$ cat config.mk
export PLATFORM = sky130hd
export DESIGN_NAME = mem_arbiter
export DESIGN_NICKNAME = d
export VERILOG_FILES = /design/src/verilog/decomp_pkg.sv /design/src/verilog/mem_arbiter.sv
export VERILOG_INCLUDE_DIRS = /design/src /design/src/include
export SDC_FILE = /design/constraint.sdc
export NUM_CORES = 1
export LEC_CHECK = 0
export BUFFER_PORTS_ARGS = -buffer_cell sky130_fd_sc_hd__buf_2
export CAP_MARGIN = 20
export CELL_PAD_IN_SITES_DETAIL_PLACEMENT = 0
export CELL_PAD_IN_SITES_GLOBAL_PLACEMENT = 1
export CORE_MARGIN = 1.5
export CORE_UTILIZATION = 14
export DETAILED_ROUTE_END_ITERATION = 7
export PLACE_DENSITY = 0.84
export SETUP_SLACK_MARGIN = 0.02
export SKIP_LAST_GASP = 1
export SYNTH_ARGS = -nofsm -noshare
export SYNTH_HDL_FRONTEND = slang
export SYNTH_SLANG_ARGS = --single-unit
$ cat constraint.sdc
create_clock -name CLOCK_50_I -period 1.4 [get_ports CLOCK_50_I]
set_input_delay 0.07 -clock CLOCK_50_I [delete_from_list [all_inputs] [get_ports CLOCK_50_I]]
set_output_delay 0.07 -clock CLOCK_50_I [all_outputs]
set_load 0.02 [all_outputs]
$ cat src/include/decomp_macros.svh
// Decompressor sizes and timing constants
// Frame memory layout, pixel count, UART bit time and load timeout
`ifndef DECOMP_MACROS_SVH
`define DECOMP_MACROS_SVH

// Frame memory geometry
`define MEM_WORDS 1024
`define ADDR_W 10

// Region bases inside the frame memory
`define Y_BASE 0
`define U_BASE 16
`define V_BASE 32
`define RGB_BASE 64     // Three packed words per pair

// Number of pixel pairs in the image
`define PAIR_COUNT 16

// Clock cycles per UART bit
`define UART_CLKS_PER_BIT 8

// Quiet cycles after the last word before the load ends
`define LOAD_IDLE_CYCLES 400

`endif
$ cat src/verilog/decomp_pkg.sv
// Decompressor shared types
// Word, address and sample vectors plus the FSM state encodings
`default_nettype none

`include "decomp_macros.svh"

package decomp_pkg;

	typedef logic [15:0] mem_word_t;
	typedef logic [`ADDR_W-1:0] mem_addr_t;
	typedef logic [7:0] byte_t;
	typedef logic [7:0] sample_t;    // One Y, U, V, R, G or B value

	typedef enum logic [1:0] {
		TOP_IDLE,
		TOP_LOAD,
		TOP_CONVERT,
		TOP_DONE
	} top_state_t;

	// Converter steps for one pixel pair
	typedef enum logic [3:0] {
		CVT_IDLE,
		CVT_RD_Y,
		CVT_RD_U,
		CVT_RD_V,
		CVT_WAIT_V,   // Last read word arriving
		CVT_CALC,
		CVT_WR0,
		CVT_WR1,
		CVT_WR2
	} cvt_state_t;

	typedef enum logic [1:0] {
		UART_IDLE,
		UART_START,
		UART_DATA,
		UART_STOP
	} uart_state_t;

endpackage

`default_nettype wire

$ cat src/verilog/mem_arbiter.sv
// Frame memory arbiter
// Fixed priority loader, then converter, then read port; one grant per cycle
`default_nettype none

module mem_arbiter (
	input  logic                  CLOCK_50_I,
	input  logic                  resetn,
	input  logic                  ld_req,
	input  decomp_pkg::mem_addr_t ld_addr,
	input  decomp_pkg::mem_word_t ld_wdata,
	input  logic                  cv_req,
	input  decomp_pkg::mem_addr_t cv_addr,
	input  logic                  cv_we,
	input  decomp_pkg::mem_word_t cv_wdata,
	output logic                  cv_gnt,
	input  logic                  rp_req,
	input  decomp_pkg::mem_addr_t rp_addr,
	output logic                  rp_gnt,
	output logic                  rp_valid,
	output decomp_pkg::mem_addr_t ram_addr,
	output logic                  ram_we,
	output decomp_pkg::mem_word_t ram_wdata
);

	// Loader strobe always wins, so it needs no grant back
	assign cv_gnt = cv_req & ~ld_req;
	assign rp_gnt = rp_req & ~ld_req & ~cv_req;

	always_comb begin
		ram_addr = rp_addr;      // Read port is the fallback
		ram_we = 1'b0;
		ram_wdata = cv_wdata;
		if (ld_req) begin
			ram_addr = ld_addr;
			ram_we = 1'b1;
			ram_wdata = ld_wdata;
		end else if (cv_req) begin
			ram_addr = cv_addr;
			ram_we = cv_we;
		end
	end

	// RAM data for the read port lands one cycle after its grant
	always_ff @(posedge CLOCK_50_I or negedge resetn) begin
		if (!resetn) begin
			rp_valid <= 1'b0;
		end else begin
			rp_valid <= rp_gnt;
		end
	end

	// A waiting requester keeps asking until it is served
	a_cv_held: assert property (@(posedge CLOCK_50_I) disable iff (!resetn)
		(cv_req && !cv_gnt) |=> cv_req);
	a_rp_held: assert property (@(posedge CLOCK_50_I) disable iff (!resetn)
		(rp_req && !rp_gnt) |=> rp_req);

endmodule

`default_nettype wire

==> Word-level counts from Yosys, hierarchy flattened <==
Cells that the tools add are included.
{ "totals": {"reg_bits": 1, "inputBits": 68, "output_inout_bits": 30, "elab_cells": 11} }
{ "classes": {"n_mux": 5, "n_bitwise": 5} }
{ "ops": {"columns": ["operator", "n"], "rows": [
  ["$mux 10", 2],
  ["$mux 16", 1],
  ["$and 1x1->1", 3],
  ["$mux 1", 2],
  ["$not 1->1", 2]
]} }

==> Longest topological paths before layout <==
{ "depth": {"ltp_word": 3, "depth_mapped": 4, "depth_no_buf": 2} }

==> Worst setup path after synthesis <==
OpenSTA, ideal clock, no wires.
{ "synth_path": {"path_type": "input -> register", "startpoint": "input port cv_req", "endpoint": "register rp_valid", "setup_ns": 0.189, "t_arrival_ns": 0.884, "required_ns": 1.211, "slack_ns": 0.328, "path_stages": 3, "n_path_buf": 2, "path_cell_list": "buf_6 buf_12 nor3b_1"} }
{ "synth_via": {"elab_chain_cells": 2} }
{ "synth_lines": {"columns": ["element", "line_no", "rtl"], "rows": [
  ["start: declaration", "mem_arbiter.sv:11", "input logic cv_req,"],
  ["$not 1->1", "mem_arbiter.sv:27", "assign rp_gnt = rp_req & ~ld_req & ~cv_req;"],
  ["$and 1x1->1", "mem_arbiter.sv:27", null],
  ["via rp_gnt", "mem_arbiter.sv:18", "output logic rp_gnt,"],
  ["end signal: assignment", "mem_arbiter.sv:48", "rp_valid <= rp_gnt;"],
  ["end: declaration", "mem_arbiter.sv:19", "output logic rp_valid,"]
]} }
The timed path passes the listed nets, and every way through them passes these cells.

==> Final worst setup path <==
{ "layout_path": {"startpoint": "input port ld_req", "endpoint": "output port rp_gnt"} }
{ "layout_via": {"elab_chain_cells": 3} }
{ "layout_lines": {"columns": ["element", "line_no", "rtl"], "rows": [
  ["start: declaration", "mem_arbiter.sv:8", "input logic ld_req,"],
  ["$not 1->1", "mem_arbiter.sv:27", null],
  ["$and 1x1->1 (2 in a row)", "mem_arbiter.sv:27", null],
  ["end: declaration", "mem_arbiter.sv:18", null]
]} }
No other way between the ends.

==> results.md <==
- DR pass1 iterations: 3
- Commonest non-fill, non-tap cells in the layout: buf_2, mux2_2, mux2i_1, nand2_1, o21ai_1
- Max VDD drop: 0.163 mV
- # DRC: 0
- Slew at the pin closest to its max-slew limit: 340 ps
- Max transition margin: 77.4%
- Post-DP HPWL: 1.68 mm
- Drt initial violations: 5
- Routed wire per std cell: 9.32 um
- Worst EP required: 1330 ps
- DR vias/cell: 3.97
- Crit Path Class: in2out
- Initial antenna violation count: 0
- Global Route Usage Sum: 7.63%
- Sequential share of the synthesized area: 5.17%
- PD cells: 390 nW/um^2
- Core Area: 3340 sq um
- Number of global-route vias before repair: 607
- Rows: 21
- Die W: 61.8 um
- Clk pwr share: 0%
- Inserted Diodes: 0
- Largest registers: rp_valid: 1 flops
- Pint: 0.201 mW
- I/O Buffers: 97
- Worst path max stage delay: 260 ps
- Synthesized area per cell: 8.65 sq um
- Post-route clock period utilization: 76.3%
- Ports: 98
- Post-cts resize count: 0
- Via count: 775
- Class of the worst hold path: in2reg
- Worst-path clk slew: 0 ps
- Sequential Power Share: 8.1%
- Cells after Synth: 56
- Post-CTS Setup Bufs: 0
- Final setup viols: 0
- CP Launch Type: primary input
- Max FFs per register: 1
- Min cycle time layout: 1070 ps
- Register area: 25.0 sq um
- Combinational share of power: 91.9%
- CP Max Fanout: 23
- Hold slack: 351 ps
- Final #Nets: 219
- Area of the multi-input gates: 389 sq um
- Largest Register: rp_valid
- CP Buf/Inv Count: 3
- Gr ovfl total: 0
- Syn_nets: 124
- Critical path arrival: 1000 ps
- Largest net degree at the start of global routing: 24
- Fillers: 372
- CP dominant cell by count: buf_2
- Crit end category: output port
- Antenna viol nets, final: 0
- Hold Buf Count CTS: 1
- RSZ-0062 raised after global routing: false
- Net Sw Power: 0.179 mW
- Sum of negative setup slack: 0 ps
- DIE HEIGHT: 61.8 um
- Post-synthesis cell area: 484 sq um
- CP max stage cell: nor3b_1
- CP Cell Sequence: buf_2, buf_4, nor3b_1, buf_2
- Finished Layout Cells: 195
- Final wirelength: 1.82 mm
- Sw frac: 47.2%
- Peak Freq: 936 MHz
- Syn-to-layout area delta: 101%
- Distinct cells, synth: 12
- Placer Congestion: 0.729
- Seq cells post-synth: 1
- Initial Utilization: 14.5%
- Worst path top cell family by delay: buffers and inverters
- Placed insts: 194
- Max cap viols: 0
- Final Hold Vio Count: 0
- Status: finished, final reports clean
- Die area: 3820 sq um
- LEAKAGE: 0.576 nW
- First-pass GRT wire length: 2.29 mm
- Max Transition Viols Final: 0
- Synth Warn #: 0
- Commonest non-fill, non-tap cell in the layout: buf_2
- Layout cells sized above 1: 76.5%
-- worst paths after layout --
check,from,to,cells after the start
max in group asynchronous,resetn,rp_valid,2
worst max-delay path,ld_req,rp_gnt,4
min in group asynchronous,resetn,rp_valid,2
worst min-delay path,rp_req,rp_valid,2
-- stage by stage --
stage                     total power [mW]  setup WS, ps  utilization, %  cell area (sq um)
after floorplan                      0.241           328               -                484
after CTS                            0.385           313            29.2                975
after detailed placement             0.382           315            28.9                965
final                                0.380           332            29.2                975
after global routing                 0.413           223            29.2                975
after global placement               0.381           330            28.9                965
-- power by group through the flow --
stage	Clock [mW]	Sequential (mW)	Combinational, mW
3_5_place_dp	0	0.0308	0.351
4_1_cts	0	0.0308	0.354
6_report	0	0.0308	0.349
2_1_floorplan	0	0.0323	0.208
5_1_grt	0	0.0309	0.382
3_3_place_gp	0	0.0307	0.351
-- synthesized netlist by cell type (all sizes together) --
library cell	n	area, sq um
mux2	16	180
buf	6	70.1
a21o	1	7.51
o21ai	10	50.0
nor2b	1	6.26
nand2	10	37.5
mux2i	10	100
dfrtp	1	25.0
nor3b	1	7.51
-- area by class of cell --
cell class	instances	share of cell area, %
multi-input cells	49	39.9
repair buffers	99	51.6
flip-flops and latches	1	2.57
well taps	46	5.91
-- per-layer routing --
metal,track usage (%),up-vias,wire length (um)
li1,-,386,-
met1,8.13,318,670
met2,16.5,71,852
met3,0.828,0,294
met4,0,0,0
met5,0,-,0
-- cell families (layout without fill, tap and decap cells) --
group	after synthesis	in the layout	synth area share [%]
mux	26	26	57.9
compound gates	11	11	11.9
flops	1	1	5.17
buf+inv	6	99	14.5
simple gates	12	12	10.6
(Power assumes the default switching activity.)
