[config.mk]
export PLATFORM = sky130hd
export DESIGN_NAME = uart_word_loader
export DESIGN_NICKNAME = d
export VERILOG_FILES = /design/src/verilog/decomp_pkg.sv /design/src/verilog/uart_word_loader.sv
export VERILOG_INCLUDE_DIRS = /design/src /design/src/include
export SDC_FILE = /design/constraint.sdc
export NUM_CORES = 1
export LEC_CHECK = 0
export BUFFER_PORTS_ARGS = -buffer_cell sky130_fd_sc_hd__clkbuf_2
export CAP_MARGIN = 30
export CORE_MARGIN = 4
export CORE_UTILIZATION = 46
export DETAILED_ROUTE_END_ITERATION = 12
export PLACE_DENSITY = 0.75
export SYNTH_ARGS = -nofsm -noshare
export SYNTH_HDL_FRONTEND = slang
export SYNTH_SLANG_ARGS = --single-unit
[constraint.sdc]
create_clock -name CLOCK_50_I -period 4.4 [get_ports CLOCK_50_I]
set_clock_uncertainty 0.05 [all_clocks]
set_input_delay 0 -clock CLOCK_50_I [delete_from_list [all_inputs] [get_ports CLOCK_50_I]]
set_output_delay 0 -clock CLOCK_50_I [all_outputs]
set_load 0.02 [all_outputs]
[src/include/decomp_macros.svh]
// Decompressor sizes and timing constants
// Frame memory layout, pixel count, UART bit time and load timeout
`ifndef DECOMP_MACROS_SVH
`define DECOMP_MACROS_SVH

// Frame memory geometry
`define MEM_WORDS 1024
`define ADDR_W 10

// Region bases inside the frame memory
`define Y_BASE 0
`define U_BASE 16
`define V_BASE 32
`define RGB_BASE 64     // Three packed words per pair

// Number of pixel pairs in the image
`define PAIR_COUNT 16

// Clock cycles per UART bit
`define UART_CLKS_PER_BIT 8

// Quiet cycles after the last word before the load ends
`define LOAD_IDLE_CYCLES 400

`endif
[src/verilog/decomp_pkg.sv]
// Decompressor shared types
// Word, address and sample vectors plus the FSM state encodings
`default_nettype none

`include "decomp_macros.svh"

package decomp_pkg;

	typedef logic [15:0] mem_word_t;
	typedef logic [`ADDR_W-1:0] mem_addr_t;
	typedef logic [7:0] byte_t;
	typedef logic [7:0] sample_t;    // One Y, U, V, R, G or B value

	typedef enum logic [1:0] {
		TOP_IDLE,
		TOP_LOAD,
		TOP_CONVERT,
		TOP_DONE
	} top_state_t;

	// Converter steps for one pixel pair
	typedef enum logic [3:0] {
		CVT_IDLE,
		CVT_RD_Y,
		CVT_RD_U,
		CVT_RD_V,
		CVT_WAIT_V,   // Last read word arriving
		CVT_CALC,
		CVT_WR0,
		CVT_WR1,
		CVT_WR2
	} cvt_state_t;

	typedef enum logic [1:0] {
		UART_IDLE,
		UART_START,
		UART_DATA,
		UART_STOP
	} uart_state_t;

endpackage

`default_nettype wire

[src/verilog/uart_word_loader.sv]
// UART receive loader
// Pairs received bytes into words and writes them to consecutive addresses
`default_nettype none

`include "decomp_macros.svh"

module uart_word_loader (
	input  logic                  CLOCK_50_I,
	input  logic                  resetn,
	input  logic                  uart_rx,
	output logic                  wr_req,
	output decomp_pkg::mem_addr_t wr_addr,
	output decomp_pkg::mem_word_t wr_data,
	output logic                  frame_error
);

	localparam int unsigned CNT_W = $clog2(`UART_CLKS_PER_BIT);

	logic [2:0] rx_pipe;          // Two sync stages plus edge history
	logic rx_bit;
	logic rx_fall;
	decomp_pkg::uart_state_t state;
	logic [CNT_W-1:0] clk_cnt;
	logic bit_end;
	logic [2:0] bit_cnt;
	decomp_pkg::byte_t rx_shift;
	decomp_pkg::byte_t hi_byte;
	logic have_hi;
	logic [`ADDR_W:0] word_cnt;   // One spare bit to catch overrun

	assign rx_bit = rx_pipe[1];
	assign rx_fall = rx_pipe[2] & ~rx_pipe[1];
	assign bit_end = (clk_cnt == CNT_W'(`UART_CLKS_PER_BIT - 1));
	assign wr_addr = word_cnt[`ADDR_W-1:0];

	always_ff @(posedge CLOCK_50_I or negedge resetn) begin
		if (!resetn) begin
			rx_pipe <= 3'b111;      // Line idles high
			state <= decomp_pkg::UART_IDLE;
			clk_cnt <= '0;
			bit_cnt <= '0;
			have_hi <= 1'b0;
			word_cnt <= '0;
			wr_req <= 1'b0;
			frame_error <= 1'b0;
		end else begin
			rx_pipe <= {rx_pipe[1:0], uart_rx};
			wr_req <= 1'b0;
			if (wr_req) begin
				word_cnt <= word_cnt + 1'b1;
			end
			case (state)
			decomp_pkg::UART_IDLE: begin
				clk_cnt <= '0;
				if (rx_fall) begin
					state <= decomp_pkg::UART_START;
				end
			end
			decomp_pkg::UART_START: begin
				// Middle of the start bit
				if (clk_cnt == CNT_W'(`UART_CLKS_PER_BIT / 2 - 1)) begin
					clk_cnt <= '0;
					bit_cnt <= '0;
					state <= rx_bit ? decomp_pkg::UART_IDLE : decomp_pkg::UART_DATA;
				end else begin
					clk_cnt <= clk_cnt + 1'b1;
				end
			end
			decomp_pkg::UART_DATA: begin
				clk_cnt <= clk_cnt + 1'b1;   // Wraps at the bit end
				if (bit_end) begin
					bit_cnt <= bit_cnt + 1'b1;
					if (bit_cnt == 3'd7) begin
						state <= decomp_pkg::UART_STOP;
					end
				end
			end
			decomp_pkg::UART_STOP: begin
				clk_cnt <= clk_cnt + 1'b1;
				if (bit_end) begin
					state <= decomp_pkg::UART_IDLE;
					if (!rx_bit) begin
						frame_error <= 1'b1;  // Byte dropped
					end else if (have_hi) begin
						wr_req <= 1'b1;
						have_hi <= 1'b0;
					end else begin
						have_hi <= 1'b1;
					end
				end
			end
			default: state <= decomp_pkg::UART_IDLE;
			endcase
		end
	end

	// Byte assembly, LSB first on the line
	always_ff @(posedge CLOCK_50_I) begin
		if (state == decomp_pkg::UART_DATA && bit_end) begin
			rx_shift <= {rx_bit, rx_shift[7:1]};
		end
		if (state == decomp_pkg::UART_STOP && bit_end && rx_bit) begin
			if (have_hi) begin
				wr_data <= {hi_byte, rx_shift};
			end else begin
				hi_byte <= rx_shift;    // First byte is the upper half
			end
		end
	end

	a_addr_in_range: assert property (@(posedge CLOCK_50_I) disable iff (!resetn)
		wr_req |-> (word_cnt < `MEM_WORDS));

endmodule

`default_nettype wire

* Yosys cells after proc, flatten, opt, wreduce, memory -nomap -nowiden
Cells that the tools add are included.
Operators by class: equality and inequality tests 11, add/sub/neg operators 3, reduce and logical (&&, ||, !) cells 12, muxes and demuxes 17, bitwise gates (word level) 3
Operator list (number):
- 2-to-1 mux 2 bit | 6
- adder 11 x 1 -> 11 bit (second input constant) | 1
- != test 2 bit (second input constant) | 5
- 2-to-1 mux 3 bit | 3
- case mux 3 bit (3 select lines) | 1
- AND reduction 3 bit | 3
- case mux 2 bit (4 select lines) | 1
- adder 3 x 1 -> 3 bit (second input constant) | 2
- equality test 3 bit (second input constant) | 2
- case mux 3 bit (2 select lines) | 1
- 2-to-1 mux 1 bit | 5
- AND reduction 5 bit | 1
- equality test 2 bit (second input constant) | 2
- AND reduction 2 bit | 2
- equality test 3 x 2 -> 1 bit (second input constant) | 1
- logical AND 1 bit | 3
- equality test 2 x 1 -> 1 bit (second input constant) | 1
- zero test 2 bit | 1
- NOT 1 bit | 2
- nonzero test 2 bit | 1
- OR reduction 2 bit | 1
- bitwise AND 1 bit | 1
Storage, ports and cells: logic and storage cells 57, output and inout port bits 28, flip-flop bits (word level) 57, bits of input ports 3

* Depth between registers and ports, before layout
depth after elaboration 4, depth in mapped cells 5, mapped depth without buffers 5

* Worst setup path after synthesis
Ideal clock, no wire load.
kind reg2reg, from register clk_cnt[0], to register wr_data[0] (enable), data arrival time 1.624 ns, setup slack 2.337 ns, path buffers 0, setup time 0.388 ns, stages on the path, launching flop included 5, clock period less this slack 2.063 ns, data required time 3.962 ns, path through dfrtp_1 ha_1 ha_1 nand4_1 nor2_1
Between the ends: word-level cells in the longest chain between the ends 4
RTL lines:
- start: declaration | line uart_word_loader.sv:23 | logic [CNT_W-1:0] clk_cnt;
- start signal: assignment | line uart_word_loader.sv:66 | clk_cnt <= clk_cnt + 1'b1;
- start signal: assignment | line uart_word_loader.sv:70 | clk_cnt <= clk_cnt + 1'b1;
- start signal: assignment | line uart_word_loader.sv:79 | clk_cnt <= clk_cnt + 1'b1;
- equality test 3 bit | line uart_word_loader.sv:33 | assign bit_end = (clk_cnt == CNT_W'(`UART_CLKS_PER_BIT - 1));
- logical AND 1 bit (2 in a row) | line uart_word_loader.sv:102 | if (state == decomp_pkg::UART_STOP && bit_end && rx_bit) begin
- AND reduction 2 bit (no line)
- end signal: assignment | line uart_word_loader.sv:104 | wr_data <= {hi_byte, rx_shift};
- end: declaration | line uart_word_loader.sv:13 | output decomp_pkg::mem_word_t wr_data,
No other way between the ends. A chain may end at the register's enable or synchronous reset.

* Final worst setup path
from register clk_cnt[0], to register wr_data[8] (enable)
Same word-level chain as after synthesis.

==> results_dict.tcl <==
set metrics [dict create \
    cts_tree "yes" \
    cts-resized-gates 0 \
    drc_errors 0 \
    pwr-share-clk_pct 33.7 \
    cap_violations 0 \
    synthDistinctLibCells 32 \
    final_hold_viol_count 0 \
    ant_nets 0 \
    critPathMostFrequentCell "ha_1" \
    slew_viol_final 0 \
    core-area_um2 4140 \
    crit_chain "ha_1, ha_1, nand4_1, nor2_1, buf_4" \
    drtIter0Drc 47 \
    final_cell_mix "edfxtp_1 (32), clkbuf_2 (30), dfrtp_1 (21), ha_1 (8)" \
    numPortBuffers 30 \
    grt_overflow 0 \
    cp_max_fo 9 \
    die_area_um2 5570 \
    wire_per_inst_um 14.8 \
    clockRootBuffer "clkbuf_8" \
    fin_crit_ns 2.22 \
    clock-sinks 56 \
    path_buf_inv 1 \
    synth-warning-count 0 \
    vias 1055 \
    power.leakage_nw 1.04 \
    io_pins 31 \
    cts.path.max_buffers 2 \
    min_period_over_period_pct 50.5 \
    switching_share_pct 22.8 \
    dieHeight_um 74.6 \
    synthCells 122 \
    fp.dieW_um 74.6 \
    final_cell_count_no_fill 211 \
    p_switching_w 0.000256 \
    ys_seq_area_share_pct 76.7 \
    dp_hpwl_mm 2.23 \
    final_common_cell "edfxtp_1" \
    hp-class "in2async" \
    synth_nets 133 \
    ys_seq_elements 56 \
    grt_pass1_wl_mm 5.17 \
    cp.arrival_ns 2.19 \
    p_per_area_nw_per_um2 467 \
    cts_buffers 5 \
    layout-drive-gt1-share_pct 28.6 \
    areaGrowthSynthToFinish_pct 17.6 \
    drt-total-wl_mm 3.12 \
    n_antenna_cell 0 \
    worst_pin_slew_ns 0.677 \
    grt_start_max_net_pins 25 \
    p_int_w 0.000866 \
    end_kind "flop" \
    grt_usage_pct 12.8 \
    worst_ep_required_time_ns 4.36 \
    path_class "reg2reg" \
    slowest_stage "nor2_1" \
    clock_latency_ns 0.30 \
    via_per_inst 5.00 \
    clk_pin_slew_ns 0.09 \
    pwr-share-seq_pct 56.9 \
    syn_area_um2 2040 \
    slew_headroom_pct 54.7 \
    cts_hold_buf 2 \
    grt_pass1_vias 1112 \
    setup_viol 0 \
    drt-pass1-iter-count 4 \
    grt_setup_unrepaired "no" \
    critPathTopFamily "simple AND/OR/NAND/NOR gates" \
    htreeDepth 2 \
    fmax_ghz 0.450 \
    nNetsFinal 171 \
    cp_slowest_stage_delay_ns 0.56 \
    cts_setup_buffers 0 \
    rows 23 \
    outcome "finished clean" \
    dp.cells 201 \
    fin_tns_setup_ns 0 \
    start_util_pct 49.3 \
    synth_area_per_cell_um2 16.7 \
    place.gp.congestion 0.767 \
    combPwrFrac_pct 9.5 \
    antenna_found_initial 0 \
    critPathLaunchType "flop" \
    peakVddDrop_v 0.000284 \
]
cell type report:
class,instances,area [um2]
Tap cell,50,62.6
Timing Repair Buffer,33,178
Clock inverter,2,60.1
Multi-Input combinational cell,58,442
Sequential cell,56,1570
Clock buffer,6,72.6
Inverter,6,22.5
Fill cell,332,1740
layer usage:
metal	GRT usage (%)	vias to the layer above	wire, um
li1	-	511	-
met1	15.9	504	1350
met2	19.6	31	1490
met3	4.67	9	192
met4	7.11	0	84
met5	0	-	0
synthesized netlist by cell type:
master | count | area share, %
a21oi_1 | 4 | 0.98
a221oi_1 | 1 | 0.43
a31oi_1 | 1 | 0.31
a32oi_1 | 1 | 0.43
a41o_1 | 1 | 0.49
and2_1 | 1 | 0.31
and3_2 | 1 | 0.37
and3_4 | 1 | 0.55
and3b_1 | 1 | 0.43
and4_1 | 1 | 0.43
and4_4 | 1 | 0.55
buf_2 | 1 | 0.24
buf_4 | 1 | 0.37
dfrtp_1 | 21 | 26
dfstp_2 | 3 | 3.9
edfxtp_1 | 32 | 47
ha_1 | 8 | 4.9
inv_1 | 6 | 1.1
mux2_2 | 1 | 0.55
mux2i_1 | 1 | 0.49
nand2_1 | 7 | 1.3
nand2b_1 | 1 | 0.31
nand3_1 | 1 | 0.24
nand3b_1 | 2 | 0.74
nand4_1 | 3 | 0.92
nor2_1 | 6 | 1.1
nor2b_1 | 1 | 0.31
o21ai_0 | 1 | 0.24
o22ai_1 | 2 | 0.61
xnor2_1 | 7 | 3.0
xor2_1 | 2 | 0.86
xor2_2 | 1 | 0.80
sequential cells by signal, summed over array words and instances (netlist names), 3 cells and up, named ones only:
register / count
rx_shift: 8
rx_pipe: 3
wr_data: 16
clk_cnt: 3
bit_cnt: 3
word_cnt: 10
hi_byte: 8
final timing paths:
path | depth (start not counted) | to | slack, ns | start
max in group asynchronous | 2 | word_cnt[6]$_DFFE_PN0P_ | 3.74 | resetn
worst max register to register | 5 | wr_data[8]$_DFFE_PP_ | 2.18 | clk_cnt[0]$_DFF_PN0_
worst min-delay path | 2 | word_cnt[1]$_DFFE_PN0P_ | 0.18 | resetn
worst max-delay path | 5 | wr_data[8]$_DFFE_PP_ | 2.18 | clk_cnt[0]$_DFF_PN0_
worst min register to register | 0 | rx_pipe[1]$_DFF_PN1_ | 0.31 | rx_pipe[0]$_DFF_PN1_
min in group CLOCK_50_I | 2 | rx_pipe[0]$_DFF_PN1_ | 0.27 | uart_rx
cell families (layout without fill, tap and decap cells):
kind of cell	count (synthesis)	in the layout	synth area share (%)
xor gates and xnor gates	10	10	4.66
muxes	2	2	1.04
adders and majority gates	8	8	4.90
AOI/OAI and AO/OA	11	11	3.49
buffers and inverters	8	47	1.72
DFF	56	56	76.7
and+or+nand+nor	27	27	7.54
power groups by stage:
stage	logic (W)	registers [W]	clock network (W)
after floorplan	0.0000969	0.000625	0
after global placement	0.0000965	0.000641	0
after detailed placement	0.000104	0.000648	0
after CTS	0.000109	0.000637	0.000385
after global routing	0.000119	0.000643	0.000411
final	0.000106	0.000638	0.000378
stage by stage:
stage	worst slack (ns)	total power, W	utilization [%]	hold WS [ns]	area (um2)
6_report	2.18	0.00112	58.0	0.179	2400
5_1_grt	2.02	0.00117	58.0	0.229	2400
4_1_cts	2.16	0.00113	58.0	0.189	2400
3_5_place_dp	2.21	0.000752	54.3	-0.0236	2250
3_3_place_gp	2.14	0.000738	54.1	-0.0367	2240
2_1_floorplan	2.34	0.000722	-	-0.346	2040
Power figures use the tool's default switching activity.
