`src/include/decomp_macros.svh`:
```
// Decompressor sizes and timing constants
// Frame memory layout, pixel count, UART bit time and load timeout
`ifndef DECOMP_MACROS_SVH
`define DECOMP_MACROS_SVH

// Frame memory geometry
`define MEM_WORDS 1024
`define ADDR_W 10

// Region bases inside the frame memory
`define Y_BASE 0
`define U_BASE 16
`define V_BASE 32
`define RGB_BASE 64     // Three packed words per pair

// Number of pixel pairs in the image
`define PAIR_COUNT 16

// Clock cycles per UART bit
`define UART_CLKS_PER_BIT 8

// Quiet cycles after the last word before the load ends
`define LOAD_IDLE_CYCLES 400

`endif
```
`src/verilog/decomp_pkg.sv`:
```
// Decompressor shared types
// Word, address and sample vectors plus the FSM state encodings
`default_nettype none

`include "decomp_macros.svh"

package decomp_pkg;

	typedef logic [15:0] mem_word_t;
	typedef logic [`ADDR_W-1:0] mem_addr_t;
	typedef logic [7:0] byte_t;
	typedef logic [7:0] sample_t;    // One Y, U, V, R, G or B value

	typedef enum logic [1:0] {
		TOP_IDLE,
		TOP_LOAD,
		TOP_CONVERT,
		TOP_DONE
	} top_state_t;

	// Converter steps for one pixel pair
	typedef enum logic [3:0] {
		CVT_IDLE,
		CVT_RD_Y,
		CVT_RD_U,
		CVT_RD_V,
		CVT_WAIT_V,   // Last read word arriving
		CVT_CALC,
		CVT_WR0,
		CVT_WR1,
		CVT_WR2
	} cvt_state_t;

	typedef enum logic [1:0] {
		UART_IDLE,
		UART_START,
		UART_DATA,
		UART_STOP
	} uart_state_t;

endpackage

`default_nettype wire

```
`src/verilog/yuv_rgb_converter.sv`:
```
// YUV 4:2:2 to RGB converter
// Reads Y, U, V per pixel pair and writes three packed RGB words back
`default_nettype none

`include "decomp_macros.svh"

module yuv_rgb_converter (
	input  logic                  CLOCK_50_I,
	input  logic                  resetn,
	input  logic                  start,
	output logic                  mem_req,
	output decomp_pkg::mem_addr_t mem_addr,
	output logic                  mem_we,
	output decomp_pkg::mem_word_t mem_wdata,
	input  logic                  mem_gnt,
	input  decomp_pkg::mem_word_t mem_rdata,
	output logic                  done
);

	decomp_pkg::cvt_state_t state;
	decomp_pkg::cvt_state_t rd_slot;   // Which read is in flight
	logic rd_pend;
	decomp_pkg::mem_addr_t pair_idx;
	decomp_pkg::mem_addr_t rgb_addr;
	logic last_pair;
	decomp_pkg::mem_word_t y_word;
	decomp_pkg::sample_t u_smp, v_smp;
	decomp_pkg::sample_t r0, g0, b0, r1, g1, b1;
	logic signed [31:0] y0_term, y1_term;
	logic signed [31:0] r_chroma, g_chroma, b_chroma;

	// Scale down by 65536 with floor, then saturate to a byte
	function automatic decomp_pkg::sample_t clip8(input logic signed [31:0] acc);
		logic signed [31:0] q;
		q = acc >>> 16;
		if (q < 0) begin
			return 8'd0;
		end else if (q > 255) begin
			return 8'd255;
		end
		return q[7:0];
	endfunction

	assign last_pair = (pair_idx == decomp_pkg::mem_addr_t'(`PAIR_COUNT - 1));

	always_comb begin
		mem_req = 1'b1;
		mem_we = 1'b0;
		mem_addr = rgb_addr;
		mem_wdata = {r0, g0};
		case (state)
		decomp_pkg::CVT_RD_Y: mem_addr = decomp_pkg::mem_addr_t'(`Y_BASE) + pair_idx;
		decomp_pkg::CVT_RD_U: mem_addr = decomp_pkg::mem_addr_t'(`U_BASE) + pair_idx;
		decomp_pkg::CVT_RD_V: mem_addr = decomp_pkg::mem_addr_t'(`V_BASE) + pair_idx;
		decomp_pkg::CVT_WR0: mem_we = 1'b1;
		decomp_pkg::CVT_WR1: begin
			mem_we = 1'b1;
			mem_wdata = {b0, r1};
		end
		decomp_pkg::CVT_WR2: begin
			mem_we = 1'b1;
			mem_wdata = {g1, b1};
		end
		default: mem_req = 1'b0;
		endcase
	end

	// Luma and shared chroma products
	always_comb begin
		y0_term = 32'sd76284 * ($signed({24'd0, y_word[15:8]}) - 32'sd16);
		y1_term = 32'sd76284 * ($signed({24'd0, y_word[7:0]}) - 32'sd16);
		r_chroma = 32'sd104595 * ($signed({24'd0, v_smp}) - 32'sd128);
		g_chroma = -(32'sd25624 * ($signed({24'd0, u_smp}) - 32'sd128))
			- 32'sd53281 * ($signed({24'd0, v_smp}) - 32'sd128);
		b_chroma = 32'sd132251 * ($signed({24'd0, u_smp}) - 32'sd128);
	end

	always_ff @(posedge CLOCK_50_I or negedge resetn) begin
		if (!resetn) begin
			state <= decomp_pkg::CVT_IDLE;
			rd_slot <= decomp_pkg::CVT_IDLE;
			rd_pend <= 1'b0;
			pair_idx <= '0;
			rgb_addr <= '0;
			done <= 1'b0;
		end else begin
			done <= 1'b0;
			rd_pend <= mem_req & mem_gnt & ~mem_we;
			rd_slot <= state;
			if (mem_req && mem_gnt && mem_we) begin
				rgb_addr <= rgb_addr + 1'b1;
			end
			case (state)
			decomp_pkg::CVT_IDLE: begin
				if (start) begin
					pair_idx <= '0;
					rgb_addr <= decomp_pkg::mem_addr_t'(`RGB_BASE);
					state <= decomp_pkg::CVT_RD_Y;
				end
			end
			decomp_pkg::CVT_RD_Y: if (mem_gnt) state <= decomp_pkg::CVT_RD_U;
			decomp_pkg::CVT_RD_U: if (mem_gnt) state <= decomp_pkg::CVT_RD_V;
			decomp_pkg::CVT_RD_V: if (mem_gnt) state <= decomp_pkg::CVT_WAIT_V;
			decomp_pkg::CVT_WAIT_V: state <= decomp_pkg::CVT_CALC;
			decomp_pkg::CVT_CALC: state <= decomp_pkg::CVT_WR0;
			decomp_pkg::CVT_WR0: if (mem_gnt) state <= decomp_pkg::CVT_WR1;
			decomp_pkg::CVT_WR1: if (mem_gnt) state <= decomp_pkg::CVT_WR2;
			decomp_pkg::CVT_WR2: begin
				if (mem_gnt) begin
					pair_idx <= pair_idx + 1'b1;
					if (last_pair) begin
						done <= 1'b1;
						state <= decomp_pkg::CVT_IDLE;
					end else begin
						state <= decomp_pkg::CVT_RD_Y;
					end
				end
			end
			default: state <= decomp_pkg::CVT_IDLE;
			endcase
		end
	end

	// Sample capture and result registers
	always_ff @(posedge CLOCK_50_I) begin
		if (rd_pend) begin
			case (rd_slot)
			decomp_pkg::CVT_RD_Y: y_word <= mem_rdata;
			decomp_pkg::CVT_RD_U: u_smp <= mem_rdata[15:8];
			default: v_smp <= mem_rdata[15:8];
			endcase
		end
		if (state == decomp_pkg::CVT_CALC) begin
			r0 <= clip8(y0_term + r_chroma);
			g0 <= clip8(y0_term + g_chroma);
			b0 <= clip8(y0_term + b_chroma);
			r1 <= clip8(y1_term + r_chroma);
			g1 <= clip8(y1_term + g_chroma);
			b1 <= clip8(y1_term + b_chroma);
		end
	end

	// Results only ever land in the RGB region
	a_wr_in_rgb: assert property (@(posedge CLOCK_50_I) disable iff (!resetn)
		(mem_req && mem_we) |-> (mem_addr >= decomp_pkg::mem_addr_t'(`RGB_BASE)
			&& mem_addr < decomp_pkg::mem_addr_t'(`RGB_BASE + 3*`PAIR_COUNT)));

endmodule

`default_nettype wire

```
`config.mk`:
```
export PLATFORM = sky130hd
export DESIGN_NAME = yuv_rgb_converter
export DESIGN_NICKNAME = d
export VERILOG_FILES = /design/src/verilog/decomp_pkg.sv /design/src/verilog/yuv_rgb_converter.sv
export VERILOG_INCLUDE_DIRS = /design/src /design/src/include
export SDC_FILE = /design/constraint.sdc
export NUM_CORES = 1
export LEC_CHECK = 0
export BUFFER_PORTS_ARGS = -buffer_cell sky130_fd_sc_hd__clkbuf_2
export CELL_PAD_IN_SITES_DETAIL_PLACEMENT = 1
export CELL_PAD_IN_SITES_GLOBAL_PLACEMENT = 1
export CORE_ASPECT_RATIO = 1.1
export CORE_UTILIZATION = 35
export CTS_CLUSTER_DIAMETER = 60
export DETAILED_ROUTE_END_ITERATION = 7
export GPL_TIMING_DRIVEN = 0
export PLACE_DENSITY = 0.66
export SLEW_MARGIN = 15
export SYNTH_ARGS = -nofsm -noshare
export SYNTH_HDL_FRONTEND = slang
export SYNTH_SLANG_ARGS = --single-unit
```
`constraint.sdc`:
```
create_clock -name CLOCK_50_I -period 20 [get_ports CLOCK_50_I]
set_input_delay 2 -clock CLOCK_50_I [delete_from_list [all_inputs] [get_ports CLOCK_50_I]]
set_output_delay 2 -clock CLOCK_50_I [all_outputs]
set_load 0.02 [all_outputs]
```
Yosys cells after proc, flatten, opt, wreduce, memory -nomap -nowiden
Index checks and enable logic that the tools add are counted.
{ "classes": {"reduce_logical": 12, "magnitude_cmp": 12, "multipliers": 6, "addsub": 16, "n_eq_ne": 18, "mux": 58, "bitwise": 4} }
{ "op_table": {"columns": ["operator", "count"], "rows": [
  ["$mux W8", 18],
  ["$add A27 B32 Y32", 2],
  ["$add A27 B28 Y29", 2],
  ["$add A27 B27 Y28", 2],
  ["$mul A16 B9 Y25 const A", 2],
  ["$mux W10", 5],
  ["$pmux W4 S9", 1],
  ["$gt A16 B9 Y1 const B", 2],
  ["$lt A16 B1 Y1 const B", 2],
  ["$neg A32 Y32", 1],
  ["$pmux W16 S2", 1],
  ["$sub A32 B26 Y32", 1],
  ["$pmux W10 S3", 1],
  ["$mul A19 B9 Y28 const A", 1],
  ["$mux W4", 7],
  ["$mul A18 B9 Y27 const A", 1],
  ["$gt A13 B9 Y1 const B", 2],
  ["$lt A13 B1 Y1 const B", 2],
  ["$mul A17 B9 Y26 const A", 1],
  ["$gt A12 B9 Y1 const B", 2],
  ["$lt A12 B1 Y1 const B", 2],
  ["$mux W1", 24],
  ["$mul A13 B9 Y22 const A", 1],
  ["$add A10 B1 Y10 const B", 2],
  ["22 further kinds", 41]
]} }
{ "totals": {"regBits": 110, "elab_cells": 141} }

Longest topological paths before layout
Gate-level depths: netlist (run 1).
{ "depth": {"ltp_word": 10, "ltp_mapped": 47} }

Worst setup path before layout (run 1)
No wires, ideal clock.
{ "synth_path": {"kind": "register to register", "startpoint": "reg u_smp[7]", "endpoint": "reg g1[0] (data pin)", "setup_ps": 279, "arrival_ps": 9811, "required_time_ps": 19721, "slack_ps": 9910, "path_stages_with_launch": 43, "cell_sequence": "edfxtp_1 inv_1 ha_1 inv_1 ha_1 inv_1 fa_1 fa_1 inv_1 ha_1 ha_1 or3_1 a41oi_1 xnor2_1 ha_1 fa_1 fa_1 inv_1 [7 not listed] nor2_1 nor2_1 o31ai_1 a21o_1 a21oi_1 xnor2_1 ha_1 clkbuf_1 a21o_1 a21o_1 a21oi_1 o21ai_0 a21oi_1 o31ai_1 a21oi_1 xnor2_1 xnor2_1 a21oi_1"} }
{ "synth_via": {"elab_chain_cells": 10} }
{ "synth_lines": {"columns": ["element", "line_no", "source"], "rows": [
  ["start, declared", "yuv_rgb_converter.sv:27", "decomp_pkg::sample_t u_smp, v_smp;"],
  ["start signal, assigned", "yuv_rgb_converter.sv:129", "decomp_pkg::CVT_RD_U: u_smp <= mem_rdata[15:8];"],
  ["$sub A8 B8 Y9 *", "yuv_rgb_converter.sv:73", "g_chroma = -(32'sd25624 * ($signed({24'd0, u_smp}) - 32'sd128))"],
  ["$mul A13 B9 Y22 *", "yuv_rgb_converter.sv:73", null],
  ["$neg A32 Y32 *", "yuv_rgb_converter.sv:73", null],
  ["$sub A32 B26 Y32 *", "yuv_rgb_converter.sv:74", "- 32'sd53281 * ($signed({24'd0, v_smp}) - 32'sd128);"],
  ["$add A27 B32 Y32 *", "yuv_rgb_converter.sv:138", "g1 <= clip8(y1_term + g_chroma);"],
  ["$gt A16 B9 Y1", "yuv_rgb_converter.sv:38", "end else if (q > 255) begin"],
  ["$mux W1", "yuv_rgb_converter.sv:38", null],
  ["$mux W1", "yuv_rgb_converter.sv:36", "if (q < 0) begin"],
  ["$mux W1", "yuv_rgb_converter.sv:133", "if (state == decomp_pkg::CVT_CALC) begin"],
  ["$mux W8 *", "yuv_rgb_converter.sv:41", "return q[7:0];"],
  ["end signal, assigned", "yuv_rgb_converter.sv:138", null],
  ["end, declared", "yuv_rgb_converter.sv:28", "decomp_pkg::sample_t r0, g0, b0, r1, g1, b1;"]
]} }
Every way passes the cells marked *; elsewhere a longest branch is shown, timed or not. The select of a mux whose other input is x is not followed.
A chain may end at the register's enable or synchronous reset.

Worst setup path in the final report (run 1)
{ "layout_path": {"startpoint": "reg u_smp[7]", "endpoint": "reg g1[7] (data pin)"} }
Same word-level chain as after synthesis.

==> qor.txt, run 1 <==
outcome = finished, final reports clean
DRT Pass-1 Iters = 5
CP Data Arrival Time = 12300 ps
setup_tns = 0 ps
drt drc = 0
Final Hold Viols = 0
r2r startpoint = u_smp[7]$_DFFE_PP_
total length of routed wires = 71550 um
Setup violations, final = 0
via-per-instance ratio = 5.297
total track usage = 20.98%
placement row count = 100
initial antenna violation count = 0
biggest fanout along the worst timing path = 19
IO Pins = 49
Nets = 3525
post-route ant nets = 0
WP data required = 20100 ps
async set or reset register ratio after synthesis = 27.27%
startpoint types = flop
Final WS setup = 7799 ps
CP Capture Type = flop
Synth area leaders = ha_1 34%, fa_1 12%, edfxtp_1 10%, inv_1 6.4%, xnor2_1 4.6%
synthesis-to-finish area growth = 7.556%
share of layout cells above drive strength 1 = 4.300%
global-route wire length before repair = 113900 um
fin crit share = 61.00%
worst-margin pin slew = 1160 ps
Avg Cell Area, Syn = 9.049 sq um
Slowest-stage cell, CP = xnor2_1
top_reg_cell synth = edfxtp_1
H-tree depth = 3
hold endpoint = rd_slot[3]$_DFF_PN0_
1st-iter DRT viols = 808
Netlist Area Pre-Place = 23960 sq um
die width = 251.5 um
reg-to-reg setup timing slack = 7800 ps
core area = 67690 sq um
CTS tree = done
area leader, netlist = ha_1
dpl ws = 7962 ps
Synth Warn # = 0
Hold Crit Class = flop to flop
Post-synth top cells = 642 x ha_1, 410 x inv_1, 164 x a21oi_1
Clock transition at path regs = 90 ps
max_cap viols = 0
Slew Viols, Final = 0
Max Clock Skew = 24.42 ps
largest net degree at the start of global routing = 31
Resized Gates After CTS = 0
launch point of the critical path = u_smp[7]$_DFFE_PP_
post-cts hold buffer count = 0
routed len/inst = 19.66 um
Clk Latency, worst-skew pair = 400 ps
Post-synth EDFFs = 80
DR vias = 19276
Initial Util = 35.40%
IO buf count = 47
synthesis-stage register bit count = 110
Die Ht = 276.4 um
HPWL after DPL = 63440 um
CTS Buffer Depth = 2
diode count = 0
RR Endpoint = g1[7]$_DFFE_PP_
CP max stage delay = 650 ps
Achievable Freq = 81.96 MHz
GPL Wtd Cong = 0.9391
Worst R2R Path Depth = 39
top cell type's share of synthesized area = 33.52%
Setup CP Type = flop to flop
Placed Cells = 3623
hold depth = 0
fin crit period = 12200 ps
sequential area share after synthesis = 13.16%
GRT Residual Overflow = 0
Die ar. = 69510 sq um
most common cell in the netlist = ha_1
vias in the first global route = 20870
Post-Synthesis Cells = 2648
worst-case headroom to the max-slew limit = 21.99%
count of different cell masters after synthesis = 88
RSZ-0062 raised after global routing = no
Num CTS Buffers = 9
Post-CTS Setup Bufs = 0
Hold Path Origin = state[3]$_DFFE_PN0P_
CTS sink cnt = 110
Cell Count, Final, Fillers Out = 3639
Root Buffer Master = clkbuf_16
[worst max-delay path by stage]
stage	cells past startpoint	end
2_1_floorplan	42	g1[0]$_DFFE_PP_
3_3_place_gp	40	g0[3]$_DFFE_PP_
3_5_place_dp	39	g1[7]$_DFFE_PP_
4_1_cts	40	g0[3]$_DFFE_PP_
5_1_grt	39	g1[7]$_DFFE_PP_
6_report	39	g1[7]$_DFFE_PP_
[sequential cells by signal (all words and copies together) (netlist names)]
register  flops
g1            8
b0            8
r0            8
r1            8
y_word       16
v_smp         8
g0            8
rd_slot       4
pair_idx     10
u_smp         8
b1            8
state         4
done          1
rd_pend       1
rgb_addr     10
[kinds of logic after synthesis]
| family | share of synthesized area (%) |
|---|---|
| xor+xnor | 7.117 |
| fa+ha+maj | 45.80 |
| simple gates | 10.99 |
| buf+inv | 6.772 |
| other cells | 0.01565 |
| mux | 0.6475 |
| compound gates | 15.50 |
| flops | 13.16 |
[per-layer routing]
metal | wire length, um | track usage [%]
met3 | 1617 | 1.619
met5 | 0 | 0
met1 | 31280 | 25.40
met4 | 2941 | 8.474
met2 | 35710 | 37.99
[cell usage in the layout, fill, tap and decap left out, types with 6 or more instances in the layout]
cell type and count:
o21bai_1 9, a22oi_1 18, and3_1 16, nand3_1 50, fa_1 147, o21ai_1 21
o21ai_0 83, inv_1 410, clkbuf_1 18, buf_4 6, nor4_1 15, nor2b_1 29
clkbuf_16 9, o211ai_1 8, clkbuf_2 47, o31ai_1 15, o21a_1 32, nand2_1 153
a21o_1 80, and2_1 8, a31oi_1 18, mux2i_1 11, or2_2 12, nand2b_1 33
a211oi_1 16, nor2_1 138, xor2_1 67, a21oi_1 164, or3_1 11, dfrtp_1 30
edfxtp_1 80, nor3_1 30, ha_1 642, nand4_1 28, xnor2_1 125
[final cells by class]
class	instances	area [sq um]
tap	918	1149
inverter	411	1543
clock buffer	9	225.2
sequential	110	3153
buffer	21	80.08
timing repair buffer	56	314.1
fill	7883	41920
clock inverter	7	98.84
multi-input combinational	2107	19210
[stage by stage]
step / utilization, % / cell area, sq um / hold slack [ps]
global placement: 37.45 / 25350 / 356.7
CTS: 38.07 / 25770 / 385.5
global route: 38.07 / 25770 / 403.0
finish: 38.07 / 25770 / 381.0
detailed placement: 37.60 / 25450 / 367.5
floorplan: - / 23970 / 351.9
[worst max-delay path, delay by kind of cell (launching register included)]
family / cells / cell delay (ps)
XOR/XNOR: 4 / 1430
AO/OA/AOI/OAI: 12 / 2460
buffers and inverters: 8 / 1100
flip-flops: 1 / 640
adder cells (fa/ha/maj): 13 / 5720
AND/OR/NAND/NOR: 2 / 540
Power of run 1 is not shown: default switching activity piles up to over one toggle a cycle in this logic, so the estimate is an artifact.
==> run 2: changes to the inputs <==
Clock period 20 ns to 12.2 ns, I/O delays scaled along.
==> qor.txt, run 2 (synthesis gave the netlist of run 1 again) <==
GPL Wtd Cong = 0.9391
CP bufs+invs = 8
Die Ht = 276.4 um
WP data required = 12320 ps
Setup violations, final = 0
CP Data Arrival Time = 11900 ps
outcome = finished, final reports clean
Initial Util = 35.40%
fin crit share = 96.59%
Final WS setup = 416.5 ps
fin crit period = 11780 ps
Die ar. = 69510 sq um
via-per-instance ratio = 5.285
CP max stage delay = 680 ps
biggest fanout along the worst timing path = 8
diode count = 0
CP Capture Type = flop
core area = 67690 sq um
Largest register FFs = 16
Num CTS Buffers = 9
CTS tree = done
global-route wire length before repair = 113900 um
worst-margin pin slew = 1198 ps
CTS Buffer Depth = 2
Max Clock Skew = 24.15 ps
max_cap viols = 0
initial antenna violation count = 0
Root Buffer Master = clkbuf_16
fillers = 7885
post-route ant nets = 0
largest net degree at the start of global routing = 31
placement row count = 100
IO buf count = 47
HPWL after DPL = 63440 um
GRT Residual Overflow = 0
critical path's most frequent cell = ha_1
H-tree depth = 3
Most flops, register = y_word
total track usage = 20.98%
worst-case headroom to the max-slew limit = 19.45%
DRT Pass-1 Iters = 5
Achievable Freq = 84.86 MHz
vias in the first global route = 20870
share of layout cells above drive strength 1 = 4.444%
drt drc = 0
setup_tns = 0 ps
Hold Crit Class = flop to flop
Nets = 3527
dpl ws = 162.1 ps
die width = 251.5 um
1st-iter DRT viols = 781
synthesis-to-finish area growth = 7.665%
DR vias = 19243
Largest regs = y_word: 16 flops, pair_idx: 10 flops, rgb_addr: 10 flops
IO Pins = 49
Setup CP Type = flop to flop
post-cts hold buffer count = 0
kind of cell adding the most delay to the critical path = adder cells
startpoint types = flop
routed len/inst = 19.65 um
most common cell after layout, fill and taps aside = ha_1
Slew Viols, Final = 0
CTS sink cnt = 110
Slowest-stage cell, CP = edfxtp_1
Clk Latency, worst-skew pair = 400 ps
RSZ-0062 raised after global routing = yes
Final Hold Viols = 0
total length of routed wires = 71560 um
Clock transition at path regs = 90 ps
commonest non-fill, non-tap cells in the layout = 642 x ha_1, 409 x inv_1, 164 x a21oi_1, 153 x nand2_1, 147 x fa_1
-- run 2: final cells by class --
type	instances	area (sq um)	share of cell area [%]
multi-input cells	2107	19220	74.49
well taps	918	1149	4.452
clock inverters	7	98.84	0.3831
repair buffers	58	329.1	1.276
flip-flops and latches	110	3153	12.22
plain buffers	21	80.08	0.3104
clock buffers	9	225.2	0.8730
inverters	411	1546	5.994
-- run 2: path summary, 6_finish.rpt --
kind,from,to,slack [ps],depth (start not counted)
max,u_smp[7]$_DFFE_PP_,g1[7]$_DFFE_PP_,420,39
min,state[3]$_DFFE_PN0P_,rd_slot[3]$_DFF_PN0_,380,0
max reg2reg,u_smp[7]$_DFFE_PP_,g1[7]$_DFFE_PP_,420,39
min reg2reg,state[3]$_DFFE_PN0P_,rd_slot[3]$_DFF_PN0_,380,0
max in group asynchronous,resetn,rgb_addr[8]$_DFF_PN0_,10790,1
min in group asynchronous,resetn,rd_pend$_DFF_PN0_,890,1
-- run 2: layer usage --
layer | share of wire (%) | track usage [%] | up-vias
met1 | 44 | 25.40 | 9483
li1 | - | - | 9413
met3 | 2.3 | 1.619 | 89
met2 | 50 | 37.99 | 258
met5 | 0 | 0 | -
met4 | 4.1 | 8.474 | 0
-- run 2: timing repair --
item                                    4_1_cts  5_1_grt
resized for setup                             0        2
setup buffers                                 0        2
endpoints found under the setup margin        0       16
-- run 2: through the flow --
step	util (%)	hold WS [ps]	std cells	cell area, sq um
6_report	38.11	381.2	3641	25800
5_1_grt	38.11	403.0	3641	25800
4_1_cts	38.07	385.5	3639	25770
3_5_place_dp	37.60	367.5	3623	25450
3_3_place_gp	37.45	356.7	3614	25350
2_1_floorplan	-	351.9	2649	23970
Power of run 2 is left out for the same reason.
